$ cat config.mk
export PLATFORM = sky130hd
export DESIGN_NAME = zx_top
export DESIGN_NICKNAME = d
export VERILOG_FILES = /design/src/zbus_pkg.sv /design/src/video_pkg.sv /design/src/zx_ifs.sv /design/src/clock.sv /design/src/zsignals.sv /design/src/resetter.sv /design/src/slavespi.sv /design/src/port_fe.sv /design/src/video_top.sv /design/src/zx_top.sv
export VERILOG_INCLUDE_DIRS = /design/src /design/src/include
export SDC_FILE = /design/constraint.sdc
export NUM_CORES = 1
export LEC_CHECK = 0
export BUFFER_PORTS_ARGS = -buffer_cell sky130_fd_sc_hd__buf_2
export CORE_UTILIZATION = 50
export CTS_CLUSTER_SIZE = 30
export DETAILED_ROUTE_END_ITERATION = 10
export PLACE_DENSITY = 0.74
export REMOVE_ABC_BUFFERS = 1
export SLEW_MARGIN = 40
export SYNTH_ARGS = -nofsm -noshare
export SYNTH_HDL_FRONTEND = slang
export SYNTH_SLANG_ARGS = --single-unit
$ cat constraint.sdc
create_clock -name fclk -period 1.5 [get_ports fclk]
set_input_delay 0 -clock fclk [delete_from_list [all_inputs] [get_ports fclk]]
set_output_delay 0 -clock fclk [all_outputs]
set_load 0.01 [all_outputs]
$ cat src/include/zx_config.svh
`ifndef ZX_CONFIG_SVH
`define ZX_CONFIG_SVH

// raster size in pixels and lines
`define ZX_H_TOTAL 64
`define ZX_H_SYNC 8
`define ZX_V_TOTAL 32
`define ZX_V_SYNC 2

// reset stretch counter width
`define ZX_RST_CNT_SIZE 6

// spi register numbers
`define ZX_SPI_REG_CFG0 8'h80
`define ZX_SPI_REG_RST 8'h90

// port #FE is decoded on this address bit being low
`define ZX_FE_ABIT 0

`endif

$ cat src/zbus_pkg.sv
package zbus_pkg;

	typedef logic [15:0] zaddr_t;
	typedef logic [7:0] zdata_t;

	// bit 0 blue, bit 1 red, bit 2 green
	typedef logic [2:0] border_t;

	// data byte written to port #FE
	typedef struct packed {
		logic [2:0] unused;
		logic beeper;
		logic tape_out;
		border_t border;
	} port_fe_t;

	typedef struct packed {
		logic [3:0] unused;
		logic beeper_mux;
		logic tape_read;
		logic set_nmi;
		logic vga_on;
	} config0_t;

	// register number on the first spi byte, config fields on the second
	typedef union packed {
		logic [7:0] raw;
		config0_t cfg;
	} cfg_word_u;

endpackage

$ cat src/video_pkg.sv
`include "zx_config.svh"

package video_pkg;

	// one colour channel, two bits per gun
	typedef logic [1:0] chan_t;

	localparam chan_t CHAN_OFF = 2'b00;
	localparam chan_t CHAN_ON = 2'b10;

	// pixel within a line
	typedef logic [$clog2(`ZX_H_TOTAL)-1:0] hcnt_t;

	// line within a frame
	typedef logic [$clog2(`ZX_V_TOTAL)-1:0] vcnt_t;

endpackage

$ cat src/zx_ifs.sv
// phase strobes from fclk
interface phase_if;
	logic f0;
	logic f1;
	logic h0;
	logic h1;
	logic c0;
	logic c1;
	logic c2;
	logic c3;

	modport src(output f0, f1, h0, h1, c0, c1, c2, c3);
	modport snk(input f0, f1, h0, h1, c0, c1, c2, c3);
endinterface

// synchronised z80 bus
interface zbus_if;
	import zbus_pkg::*;

	logic iorq;
	logic mreq;
	logic rd;
	logic wr;
	logic iowr_s;
	zaddr_t a;
	zdata_t d;

	modport src(output iorq, mreq, rd, wr, iowr_s, a, d);
	modport snk(input iorq, mreq, rd, wr, iowr_s, a, d);
endinterface

$ cat src/clock.sv
module clock (
	input logic fclk,
	input logic rst,
	phase_if.src ph
);

	logic [1:0] phase;

	always_ff @(posedge fclk) begin
		if (rst)
			phase <= 2'd0;
		else
			phase <= phase + 2'd1;
	end

	// f pair toggles every fclk, c strobes rotate over four
	assign ph.f0 = ~phase[0];
	assign ph.f1 = phase[0];
	assign ph.c0 = (phase == 2'd0);
	assign ph.c1 = (phase == 2'd1);
	assign ph.c2 = (phase == 2'd2);
	assign ph.c3 = (phase == 2'd3);
	assign ph.h0 = ph.c0;
	assign ph.h1 = ph.c2;

	a_c_onehot: assert property (@(posedge fclk) disable iff (rst)
		$onehot({ph.c3, ph.c2, ph.c1, ph.c0}));

endmodule

$ cat src/zsignals.sv
module zsignals (
	input logic fclk,
	input logic rst,
	input logic iorq_n,
	input logic mreq_n,
	input logic rd_n,
	input logic wr_n,
	input logic m1_n,
	input logic rfsh_n,
	input logic [15:0] a,
	input logic [7:0] d,
	zbus_if.src bus
);
	import zbus_pkg::*;

	// {iorq_n, mreq_n, rd_n, wr_n, m1_n, rfsh_n}
	logic [5:0] ctl_s1;
	logic [5:0] ctl_s2;
	zaddr_t a_s1;
	zaddr_t a_s2;
	zdata_t d_s1;
	zdata_t d_s2;
	logic m1;
	logic rfsh;
	logic iowr;
	logic iowr_r;
	logic iowr_s;

	always_ff @(posedge fclk) begin
		if (rst) begin
			ctl_s1 <= '1;
			ctl_s2 <= '1;
		end else begin
			ctl_s1 <= {iorq_n, mreq_n, rd_n, wr_n, m1_n, rfsh_n};
			ctl_s2 <= ctl_s1;
		end
	end

	always_ff @(posedge fclk) begin
		a_s1 <= a;
		a_s2 <= a_s1;
		d_s1 <= d;
		d_s2 <= d_s1;
	end

	assign m1 = ~ctl_s2[1];
	assign rfsh = ~ctl_s2[0];

	assign bus.iorq = ~ctl_s2[5];
	// refresh cycles are not memory accesses
	assign bus.mreq = ~ctl_s2[4] & ~rfsh;
	assign bus.rd = ~ctl_s2[3];
	assign bus.wr = ~ctl_s2[2];
	assign bus.a = a_s2;
	assign bus.d = d_s2;

	// iorq with m1 is an interrupt acknowledge
	assign iowr = bus.iorq & bus.wr & ~m1;

	always_ff @(posedge fclk) begin
		if (rst) begin
			iowr_r <= 1'b0;
			iowr_s <= 1'b0;
		end else begin
			iowr_r <= iowr;
			iowr_s <= iowr & ~iowr_r;
		end
	end

	assign bus.iowr_s = iowr_s;

	a_iowr_pulse: assert property (@(posedge fclk) disable iff (rst)
		iowr_s |=> !iowr_s);

endmodule

$ cat src/resetter.sv
`include "zx_config.svh"

module resetter (
	input logic fclk,
	input logic reset,
	input logic genrst,
	output logic rst
);

	logic [`ZX_RST_CNT_SIZE-1:0] cnt;
	logic req;

	assign req = reset | genrst;

	// reload on request, release once the count is full
	always_ff @(posedge fclk) begin
		if (req) begin
			cnt <= '0;
			rst <= 1'b1;
		end else if (rst) begin
			cnt <= cnt + 1'b1;
			if (&cnt)
				rst <= 1'b0;
		end
	end

endmodule

$ cat src/slavespi.sv
`include "zx_config.svh"

module slavespi (
	input logic fclk,
	input logic rst,
	input logic spics_n,
	input logic spick,
	input logic spido,
	output logic spidi,
	output zbus_pkg::config0_t config0,
	output logic genrst
);
	import zbus_pkg::*;

	// {spics_n, spick, spido}
	logic [2:0] sync1;
	logic [2:0] sync2;
	logic sck_prev;
	logic sck_rise;
	logic byte_done;
	logic [2:0] bit_cnt;
	logic data_byte;
	cfg_word_u sh;
	cfg_word_u sh_next;
	logic [7:0] reg_num;
	logic [7:0] rd_sh;

	always_ff @(posedge fclk) begin
		if (rst) begin
			sync1 <= 3'b100;
			sync2 <= 3'b100;
			sck_prev <= 1'b0;
		end else begin
			sync1 <= {spics_n, spick, spido};
			sync2 <= sync1;
			sck_prev <= sync2[1];
		end
	end

	assign sck_rise = sync2[1] & ~sck_prev & ~sync2[2];
	assign byte_done = sck_rise & (bit_cnt == 3'd7);
	assign sh_next.raw = {sh.raw[6:0], sync2[0]};

	always_ff @(posedge fclk) begin
		if (sck_rise)
			sh <= sh_next;
	end

	// first byte of a select period names the register
	always_ff @(posedge fclk) begin
		if (byte_done && !data_byte)
			reg_num <= sh_next.raw;
	end

	always_ff @(posedge fclk) begin
		if (rst) begin
			bit_cnt <= '0;
			data_byte <= 1'b0;
			config0 <= '0;
			genrst <= 1'b0;
			rd_sh <= '0;
		end else begin
			genrst <= 1'b0;
			if (sync2[2]) begin
				// deselect drops any partial byte
				bit_cnt <= '0;
				data_byte <= 1'b0;
			end else if (sck_rise) begin
				bit_cnt <= bit_cnt + 3'd1;
				rd_sh <= {rd_sh[6:0], 1'b0};
				if (byte_done) begin
					data_byte <= 1'b1;
					if (!data_byte)
						rd_sh <= config0;
					else if (reg_num == `ZX_SPI_REG_CFG0)
						config0 <= sh_next.cfg;
					else if (reg_num == `ZX_SPI_REG_RST)
						genrst <= 1'b1;
				end
			end
		end
	end

	// readback, msb first
	assign spidi = rd_sh[7];

	a_rst_no_cfg: assert property (@(posedge fclk) disable iff (rst)
		genrst |-> $stable(config0));

endmodule

$ cat src/port_fe.sv
`include "zx_config.svh"

module port_fe (
	input logic fclk,
	input logic rst,
	zbus_if.snk bus,
	input zbus_pkg::config0_t config0,
	output zbus_pkg::border_t border,
	output logic beep
);
	import zbus_pkg::*;

	port_fe_t wdata;
	logic fe_wr;
	logic tape_out;
	logic beeper;

	assign wdata = bus.d;
	assign fe_wr = bus.iowr_s & ~bus.a[`ZX_FE_ABIT];

	always_ff @(posedge fclk) begin
		if (rst) begin
			border <= '0;
			tape_out <= 1'b0;
			beeper <= 1'b0;
		end else if (fe_wr) begin
			border <= wdata.border;
			tape_out <= wdata.tape_out;
			beeper <= wdata.beeper;
		end
	end

	assign beep = config0.beeper_mux ? tape_out : beeper;

	// write strobe only ever comes from a clean io write cycle
	a_iowr_clean: assert property (@(posedge fclk) disable iff (rst)
		bus.iowr_s |-> bus.iorq && bus.wr && !bus.rd && !bus.mreq);

endmodule

$ cat src/video_top.sv
`include "zx_config.svh"

module video_top (
	input logic fclk,
	input logic rst,
	phase_if.snk ph,
	input zbus_pkg::config0_t config0,
	input zbus_pkg::border_t border,
	output video_pkg::chan_t vred,
	output video_pkg::chan_t vgrn,
	output video_pkg::chan_t vblu,
	output logic hsync,
	output logic vsync,
	output logic csync
);
	import zbus_pkg::*;
	import video_pkg::*;

	logic pix_en;
	hcnt_t hcnt;
	vcnt_t vcnt;
	border_t border_q;
	logic hs_d;
	logic vs_d;
	logic blank;

	function automatic chan_t level(input logic on);
		return on ? CHAN_ON : CHAN_OFF;
	endfunction

	// vga doubles the pixel rate
	assign pix_en = config0.vga_on ? ph.f1 : ph.c3;

	always_ff @(posedge fclk) begin
		if (rst) begin
			hcnt <= '0;
			vcnt <= '0;
		end else if (pix_en) begin
			if (hcnt == hcnt_t'(`ZX_H_TOTAL - 1)) begin
				hcnt <= '0;
				if (vcnt == vcnt_t'(`ZX_V_TOTAL - 1))
					vcnt <= '0;
				else
					vcnt <= vcnt + vcnt_t'(1);
			end else begin
				hcnt <= hcnt + hcnt_t'(1);
			end
		end
	end

	always_ff @(posedge fclk) begin
		if (pix_en)
			border_q <= border;
	end

	assign hs_d = (hcnt < hcnt_t'(`ZX_H_SYNC));
	assign vs_d = (vcnt < vcnt_t'(`ZX_V_SYNC));
	assign blank = hs_d | vs_d;

	always_ff @(posedge fclk) begin
		if (rst) begin
			hsync <= 1'b0;
			vsync <= 1'b0;
			csync <= 1'b0;
			vred <= CHAN_OFF;
			vgrn <= CHAN_OFF;
			vblu <= CHAN_OFF;
		end else begin
			hsync <= hs_d;
			vsync <= vs_d;
			csync <= blank;
			vred <= blank ? CHAN_OFF : level(border_q[1]);
			vgrn <= blank ? CHAN_OFF : level(border_q[2]);
			vblu <= blank ? CHAN_OFF : level(border_q[0]);
		end
	end

	a_csync: assert property (@(posedge fclk) disable iff (rst)
		csync == (hsync | vsync));

endmodule

$ cat src/zx_top.sv
module zx_top (
	input logic fclk,
	input logic reset,
	input logic iorq_n,
	input logic mreq_n,
	input logic rd_n,
	input logic wr_n,
	input logic m1_n,
	input logic rfsh_n,
	input logic [15:0] a,
	input logic [7:0] d,
	output logic res,
	output logic beep,
	output logic [1:0] vred,
	output logic [1:0] vgrn,
	output logic [1:0] vblu,
	output logic vhsync,
	output logic vvsync,
	output logic vcsync,
	input logic spics_n,
	input logic spick,
	input logic spido,
	output logic spidi
);
	import zbus_pkg::*;

	logic rst;
	logic genrst;
	config0_t config0;
	border_t border;

	phase_if ph();
	zbus_if zbus();

	clock clock (
		.fclk(fclk),
		.rst(rst),
		.ph(ph)
	);

	zsignals zsignals (
		.fclk(fclk),
		.rst(rst),
		.iorq_n(iorq_n),
		.mreq_n(mreq_n),
		.rd_n(rd_n),
		.wr_n(wr_n),
		.m1_n(m1_n),
		.rfsh_n(rfsh_n),
		.a(a),
		.d(d),
		.bus(zbus)
	);

	// global reset, also raised from spi
	resetter resetter (
		.fclk(fclk),
		.reset(reset),
		.genrst(genrst),
		.rst(rst)
	);

	slavespi slavespi (
		.fclk(fclk),
		.rst(rst),
		.spics_n(spics_n),
		.spick(spick),
		.spido(spido),
		.spidi(spidi),
		.config0(config0),
		.genrst(genrst)
	);

	port_fe port_fe (
		.fclk(fclk),
		.rst(rst),
		.bus(zbus),
		.config0(config0),
		.border(border),
		.beep(beep)
	);

	video_top video_top (
		.fclk(fclk),
		.rst(rst),
		.ph(ph),
		.config0(config0),
		.border(border),
		.vred(vred),
		.vgrn(vgrn),
		.vblu(vblu),
		.hsync(vhsync),
		.vsync(vvsync),
		.csync(vcsync)
	);

	assign res = rst;

endmodule

# After elaboration in Yosys (flattened, before gate mapping)
# Cells that the tools add are included.
# totals
register_bits	106
wordCells	90
input_bits	35
out_inout_bits	12
# op_classes
reduce_logical	10
order_cmp	2
eq_ne	6
n_bitwise	18
n_addsub	5
muxes	12
# ops
operator	n
8-bit == test, second input constant	2
8-bit 2-to-1 mux	2
6-bit by 1-bit adder with 6-bit output, second input constant	2
1-bit NOT	9
1-bit AND	7
6-bit == test, second input constant	1
6-bit by 4-bit less-than comparator with 1-bit output, second input constant	1
2-bit 2-to-1 mux	3
6-bit 2-to-1 mux	1
2-bit AND reduction	3
6-bit AND reduction	1
6-bit OR reduction	1
5-bit by 1-bit adder with 5-bit output, second input constant	1
5-bit == test, second input constant	1
5-bit by 2-bit less-than comparator with 1-bit output, second input constant	1
1-bit 2-to-1 mux	5
5-bit 2-to-1 mux	1
5-bit AND reduction	1
2-bit OR reduction	2
3-bit by 1-bit adder with 3-bit output, second input constant	1
3-bit == test, second input constant	1
2-bit by 1-bit adder with 2-bit output, second input constant	1
2-bit == test, second input constant	1
1-bit OR	2
other kinds (2)	2

# Logic depth before layout (Yosys ltp)
# Gate-level depths: netlist of the first run.
# depth
ltp_word	6
depth_mapped	7
ltp_nobuf	6

# Modules after synthesis
# A second synthesis of the first run with hierarchy kept.
# hier_totals
hier_cells	351
area_unflattened_um2	4453.0
# by_module_without_submodules
mod	seq_area_each_um2	instances	area_each_um2	cells_each
slavespi	1011.0	1	1611.5	124
zsignals	1241.2	1	1361.3	81
video_top	430.4	1	827.0	81
resetter	140.1	1	292.8	31
port_fe	100.1	1	237.7	22
clock	40.0	1	122.6	12

# Worst setup path before layout of the first run
# Ideal clock, no wire load.
# synth_path
path_kind	register -> register
startpoint	register video_top.vcnt[0]
endpoint	register video_top.vcnt[3]
required_time_ps	1428
setup_ps	72
n_path_buf	0
path_slack_ps	-115
arrival_time_ps	1544
path_stages_with_launch	6
synth_period_minus_slack_ps	1615
cell_sequence	dfxtp_1 -> ha_1 -> and3_1 -> ha_1 -> or4_1 -> a21oi_1
# synth_via
elab_chain_cells	2
elab_cells_between_ends	3
classes_between	add/sub: 1; eq/ne: 1; mux: 1
# synth_lines
element	line	rtl
start: declaration	video_top.sv:21	vcnt_t vcnt;
start signal: assignment	video_top.sv:44	vcnt <= vcnt + vcnt_t'(1);
5-bit by 1-bit adder with 5-bit output or 5-bit == test (tied branches)	video_top.sv:44, video_top.sv:41	
5-bit 2-to-1 mux (*)	video_top.sv:41	if (vcnt == vcnt_t'(`ZX_V_TOTAL - 1))
# Mark *: on every way between the ends. The rest lies on a longest branch, timed or not.
# A chain may end at the register's enable or synchronous reset.

# Worst setup path after layout of the first run
# layout_path
startpoint	register slavespi.bit_cnt[0]
endpoint	register slavespi.rd_sh[6]
# layout_via
elab_chain_cells	3
# layout_lines
element	line	rtl
start: declaration	slavespi.sv:21	logic [2:0] bit_cnt;
start signal: assignment	slavespi.sv:69	bit_cnt <= bit_cnt + 3'd1;
3-bit == test	slavespi.sv:41	assign byte_done = sck_rise & (bit_cnt == 3'd7);
1-bit AND	slavespi.sv:41	
8-bit 2-to-1 mux	slavespi.sv:71	if (byte_done) begin
end signal: assignment	slavespi.sv:70	rd_sh <= {rd_sh[6:0], 1'b0};
end signal: assignment	slavespi.sv:74	rd_sh <= config0;
end: declaration	slavespi.sv:26	logic [7:0] rd_sh;
# No other way between the ends.

==> results of run 1 <==
## metal layers
| metal | GRT usage [%] | up-vias |
|---|---|---|
| met1 | 19.9 | 1039 |
| met4 | 13.2 | 0 |
| met5 | 0 | - |
| li1 | - | 1089 |
| met3 | 3.05 | 14 |
| met2 | 28.9 | 42 |
## worst reg2reg max path: cells and delay by family (launching register included)
family	cells	cell delay, ps
AO/OA/AOI/OAI	1	200
multiplexers	1	150
flip-flops	1	340
AND/OR/NAND/NOR	2	400
adder cells (fa/ha/maj)	2	300
buffers and inverters	1	150
## area by class of cell
cell class	count	area, µm²
clock buffers	11	131
clock inverters	5	56.3
fillers	480	2220
multi-input cells	171	1300
flip-flops and latches	97	2130
well taps	77	96.3
repair buffers	62	492
## cells in the mapped netlist (all sizes together) (4+ instances only)
cell     n
nand4    5
mux2i   24
edfxtp  18
buf      9
nand2    9
a21oi    9
nor2    37
dfxtp   79
o21ai    4
nor2b   10
or3      4
xor2     6
nor4b    4
or2      9
a211oi   7
and2     4
ha       7
clkbuf   6
nor3     6
nand3    5
## sequential cells by signal, indices dropped and copies added (netlist names), 5 cells and up
name,flops
slavespi.config0,8
slavespi.reg_num,8
zsignals.bus.d,5
zsignals.d_s1,5
slavespi.rd_sh,8
video_top.hcnt,6
resetter.cnt,6
video_top.vcnt,5
slavespi.sh,7
## repair_timing
| item | in CTS | in global routing |
|---|---|---|
| gates resized for setup | 17 | 14 |
| pin swaps | 6 | 8 |
| hold buffers | 13 | 0 |
| endpoints found under the setup margin | 20 | 27 |
| endpoints found under the hold margin | 18 | 0 |
| buffers inserted | 4 | 1 |
## worst paths after layout
check	start	endpoint	slack, ps	depth (start not counted)
hold reg to reg	zsignals.a_s1[0]$_DFF_P_	zsignals.bus.a[0]$_DFF_P_	330	0
hold / removal	d[2]	zsignals.d_s1[2]$_DFF_P_	280	2
setup / recovery	slavespi.bit_cnt[0]$_SDFFE_PP0P_	slavespi.rd_sh[6]$_SDFFE_PP0P_	-100	7
setup reg to reg	slavespi.bit_cnt[0]$_SDFFE_PP0P_	slavespi.rd_sh[6]$_SDFFE_PP0P_	-100	7
## power by group through the flow
stage / sequential [mW] / combinational, mW / clock (mW)
6_report: 2.67 / 0.0642 / 1.62
5_1_grt: 2.68 / 0.0711 / 1.76
4_1_cts: 2.67 / 0.0633 / 1.65
3_5_place_dp: 2.74 / 0.0375 / 0
3_3_place_gp: 2.73 / 0.0369 / 0
2_1_floorplan: 2.73 / 0.0201 / 0
## logic make-up (layout without fill, tap and decap cells)
| kind of cell | count (synthesis) | in the layout | share of synthesized area (%) |
|---|---|---|---|
| AO/OA/AOI/OAI | 23 | 23 | 5.15 |
| XOR/XNOR | 9 | 9 | 2.33 |
| adder cells (fa/ha/maj) | 7 | 7 | 2.59 |
| buffers and inverters | 15 | 78 | 2.37 |
| flip-flops | 97 | 97 | 62.8 |
| multiplexers | 26 | 26 | 7.89 |
| other | 1 | 3 | 0.111 |
| AND/OR/NAND/NOR | 103 | 103 | 16.8 |
## metrics by stage
stage,area (µm²),hold slack (ps)
2_1_floorplan,3310,27.7
3_3_place_gp,3720,102
3_5_place_dp,3720,104
4_1_cts,4150,257
5_1_grt,4210,267
6_report,4210,276
==> impl_metrics.csv, run 1 <==
group,metric,value,unit
outcome,outcome,"complete, but fails checks",
outcome,violations,"negative setup slack",
flow_run,drv_cap,0,
critical_path,critPathKind,"reg2reg",
yosys,synth_seq_area_share,62.8,%
yosys,synth_edf_count,18,
global_route,grtUsageTotal,17.3,%
yosys,synth_top_cell_by_area,"dfxtp_1",
power_and_ir_drop,swShare,20.1,%
critical_path,worst-path-buf-inv,1,
floorplan,core_area,6420,µm²
cells_and_area,mostFrequentLayoutCell,"dfxtp_1",
power_and_ir_drop,power.density,1040,nW/µm²
sta,setup_viol,20,
yosys,ys_ff_latch,97,
power_and_ir_drop,combPwrFrac,1.5,%
global_route,grt_pass1_wl,9.36,mm
global_route,antenna_found_initial,0,
route,ant_nets,0,
yosys,netlist_area,3380,µm²
route,dr_wl_met2,2.84,mm
clock_tree,root_buffer,"clkbuf_8",
critical_path,crit_top_cell,"ha_4",
yosys,postSynthCellCount,281,
clock_tree,clk_pin_slew,90,ps
power_and_ir_drop,ir_drop,0.000873,V
route,post_drt_via_cell_ratio,5.16,
floorplan,die_area,7090,µm²
cells_and_area,diodes,0,
sta,setup_tns,-1160,ps
sta,grt_setup_unrepaired,"true",
global_route,grt_max_degree,25,
sta,fin_worst_skew,11.1,ps
floorplan,io_pins,47,
cells_and_area,area_delta_synth_final,24.4,%
sta,hold_violations,0,
power_and_ir_drop,p_leak,1.59,nW
route,num_vias,2184,
floorplan,dieHeight,84.2,µm
sta,setup_slack,-103,ps
power_and_ir_drop,p_int,3.48,mW
cells_and_area,post-route-util,65.5,%
yosys,ys_warn_count,0,
sta,slew_viol_final,0,
floorplan,rows,29,
power_and_ir_drop,seq_power_share,61.4,%
power_and_ir_drop,total_power,4.35,mW
yosys,synth_top_flop_cell,"dfxtp_1",
clock_tree,cts_made_buffers,9,
floorplan,die_w,84.2,µm
route,routedWlPerCell,13.3,µm
critical_path,start_kind,"flop",
route,routed.top_layer,"met4",
cells_and_area,layout_common_cells,"dfxtp_1 (72), nor2_1 (35), mux2i_1 (22), buf_2 (22), buf_4 (21)",
clock_tree,clock_latency,360,ps
yosys,postSynthAreaPerCell,12.0,µm²
route,route.layer.met1.wl,2.48,mm
yosys,synth_top_cells_by_area,"dfxtp_1 (47%), edfxtp_1 (16%), mux2i_1 (7.1%)",
route,dr.pass1.iters,4,
clock_tree,cts_tree,"yes",
yosys,synth.top_cell.area_share,46.8,%
sta,clock.fmax,624,MHz
placed_design,dp.cells,389,
route,drc,0,
route,drt_first_iter_violations,65,
placed_design,pre_cts_ws,-144,ps
cells_and_area,layout-drive-gt1-share,30.3,%
placed_design,gp_congestion,0.730,
placed_design,portBuffers,22,
route,drt-total-wl,5.65,mm
clock_tree,htreeDepth,3,
critical_path,end_kind,"flop",
route,wl_met3,129,µm
critical_path,cp_max_fo,13,
global_route,grt_pass1_vias,2125,
critical_path,crit_arrival,1890,ps
critical_path,max_stage_delay,340,ps
floorplan,start_util,52.6,%
power_and_ir_drop,p_switching,877,µW
critical_path,crit_chain,"ha_4, ha_4, and4bb_1, and2b_1, buf_12, mux2i_2, a211oi_2",
power_and_ir_drop,clkPwrFrac,37.1,%
critical_path,crit_slowest_cell,"dfxtp_2",
yosys,synth.distinct_cells,39,
sta,period_needed,1600,ps
global_route,overflow,0,
sta,fin_crit_sh,107,%
critical_path,worstPathRequired,1790,ps
yosys,async_flop_share,0,%
hold_path,hold_class,"in2reg",
clock_tree,clkSinkCount,97,
critical_path,critPathTopFamily,"simple AND/OR/NAND/NOR gates",
placed_design,dpl.hpwl,3.52,mm
cells_and_area,finalNonFillerCells,423,
clock_tree,cts.path.max_buffers,2,
cells_and_area,nNetsFinal,383,
(Power assumes the default switching activity.)
==> inputs of run 2 (changes only) <==
- CORE_MARGIN: unset -> 2
==> impl_metrics.csv, run 2 (synthesis gave the netlist of run 1 again) <==
group,metric,value,unit
cells_and_area,layout_common_cells,"dfxtp_1 (73), nor2_1 (37), buf_2 (22)",
hold_path,hold_class,"in2reg",
sta,hold_ws,275,ps
placed_design,pre_cts_ws,-181,ps
sta,period_needed,1650,ps
floorplan,io_pins,47,
placed_design,portBuffers,22,
clock_tree,clk_pin_slew,80,ps
route,drt_first_iter_violations,84,
sta,setup_slack,-145,ps
clock_tree,cts_tree,"yes",
critical_path,crit_top_cell,"ha_4",
cells_and_area,register_area,2130,µm²
clock_tree,clkSinkCount,97,
critical_path,critPathTopFamily,"simple AND/OR/NAND/NOR gates",
critical_path,max_stage_delay,340,ps
floorplan,core_area,6460,µm²
route,drc,0,
power_and_ir_drop,total_power,4.39,mW
cells_and_area,fillCellCount,521,
cells_and_area,multiInputGateArea,1270,µm²
route,ant_nets,0,
critical_path,r2r_slack,-150,ps
cells_and_area,area_delta_synth_final,24.5,%
floorplan,dieHeight,86.2,µm
clock_tree,cts.path.max_buffers,2,
global_route,grt_pass1_vias,2141,
critical_path,worst-path-buf-inv,1,
power_and_ir_drop,p_leak,1.59,nW
cells_and_area,finalNonFillerCells,421,
critical_path,crit_slowest_cell,"dfxtp_2",
floorplan,die_w,86.2,µm
global_route,grt_pass1_wl,9.45,mm
cells_and_area,layout-drive-gt1-share,29.1,%
global_route,grt_max_degree,64,
power_and_ir_drop,power.density,1040,nW/µm²
route,drt-total-wl,5.53,mm
floorplan,start_util,52.3,%
power_and_ir_drop,ir_drop,0.000884,V
sta,clock.fmax,608,MHz
critical_path,critPathKind,"reg2reg",
placed_design,placed_area,3730,µm²
route,num_vias,2116,
cells_and_area,diodes,0,
floorplan,rows,29,
route,dr.pass1.iters,4,
critical_path,worstPathRequired,1780,ps
clock_tree,cts_made_buffers,9,
outcome,violations,"negative setup slack",
critical_path,crit_chain,"ha_4, ha_4, and4bb_1, and2b_2, buf_12, mux2i_2, a211oi_2",
cells_and_area,biggestRegsByFlops,"slavespi.config0: 8 flops, slavespi.rd_sh: 8 flops, slavespi.reg_num: 8 flops",
critical_path,end_kind,"flop",
route,routedWlPerCell,13.1,µm
cells_and_area,nNetsFinal,381,
clock_tree,root_buffer,"clkbuf_8",
sta,slew_viol_final,0,
cells_and_area,post-route-util,65.1,%
global_route,grtUsageTotal,16.4,%
sta,grt_setup_unrepaired,"true",
critical_path,start_kind,"flop",
critical_path,cp_max_fo,7,
global_route,antenna_found_initial,0,
cells_and_area,stdcell_area,4210,µm²
cells_and_area,mostFrequentLayoutCell,"dfxtp_1",
placed_design,gp_congestion,0.697,
sta,setup_viol,22,
clock_tree,htreeDepth,3,
sta,fin_worst_skew,11.5,ps
global_route,overflow,0,
critical_path,crit_arrival,1920,ps
flow_run,drv_cap,0,
sta,fin_crit_sh,110,%
placed_design,dp.cells,388,
placed_design,dpl.hpwl,3.36,mm
sta,hold_violations,0,
route,post_drt_via_cell_ratio,5.03,
sta,setup_tns,-1790,ps
outcome,outcome,"complete, but fails checks",
clock_tree,clock_latency,360,ps
floorplan,die_area,7430,µm²
-- run 2: changes by cell type in the layout (fill, tap and decap cells not counted), sizes merged --
| cell | change |
|---|---|
| inv | +1 |
| clkinvlp | +1 |
| buf | -3 |
| clkinv | -1 |
-- run 2: worst reg2reg max path: cells and delay by family, from the launching register on --
kind | cells | cell delay [ps]
multiplexers | 1 | 150
adder cells (fa/ha/maj) | 2 | 300
flip-flops | 1 | 340
AO/OA/AOI/OAI | 1 | 170
AND/OR/NAND/NOR | 2 | 440
buffers and inverters | 1 | 150
-- run 2: routing by layer --
metal,GRT usage [%],part of all wire [%],up-vias
met1,19.7,46,998
met3,3.33,2.1,8
met2,27.4,50,25
li1,-,-,1085
met5,0,0,-
met4,9.38,2.0,0
-- run 2: repair_timing --
action,4_1_cts,5_1_grt
cloned,1,0
gates resized for setup,22,6
hold buffers,13,0
endpoints found under the setup margin,26,31
pin swaps,13,5
hold endpoints to repair,19,0
buffers inserted,1,2
-- run 2: worst paths after layout --
path / startpoint / end / depth (start not counted)
worst max-delay path: slavespi.bit_cnt[1]$_SDFFE_PP0P_ / slavespi.rd_sh[2]$_SDFFE_PP0P_ / 7
worst min-delay path: d[3] / zsignals.d_s1[3]$_DFF_P_ / 2
worst max register to register: slavespi.bit_cnt[1]$_SDFFE_PP0P_ / slavespi.rd_sh[2]$_SDFFE_PP0P_ / 7
worst min register to register: zsignals.a_s1[0]$_DFF_P_ / zsignals.bus.a[0]$_DFF_P_ / 0
-- run 2: power breakdown --
group	internal [mW]	switching [mW]	total (mW)
combinational	0.0435	0.0203	0.0638
sequential	2.66	0.00980	2.67
clock	0.775	0.874	1.65
total	3.48	0.904	4.39
-- run 2: area by class of cell --
cell class / instances / area share, %
Timing Repair Buffer: 60 / 12.2
Clock inverter: 6 / 1.55
Sequential cell: 97 / 50.6
Clock buffer: 10 / 3.03
Tap cell: 77 / 2.29
Multi-Input combinational cell: 171 / 30.3
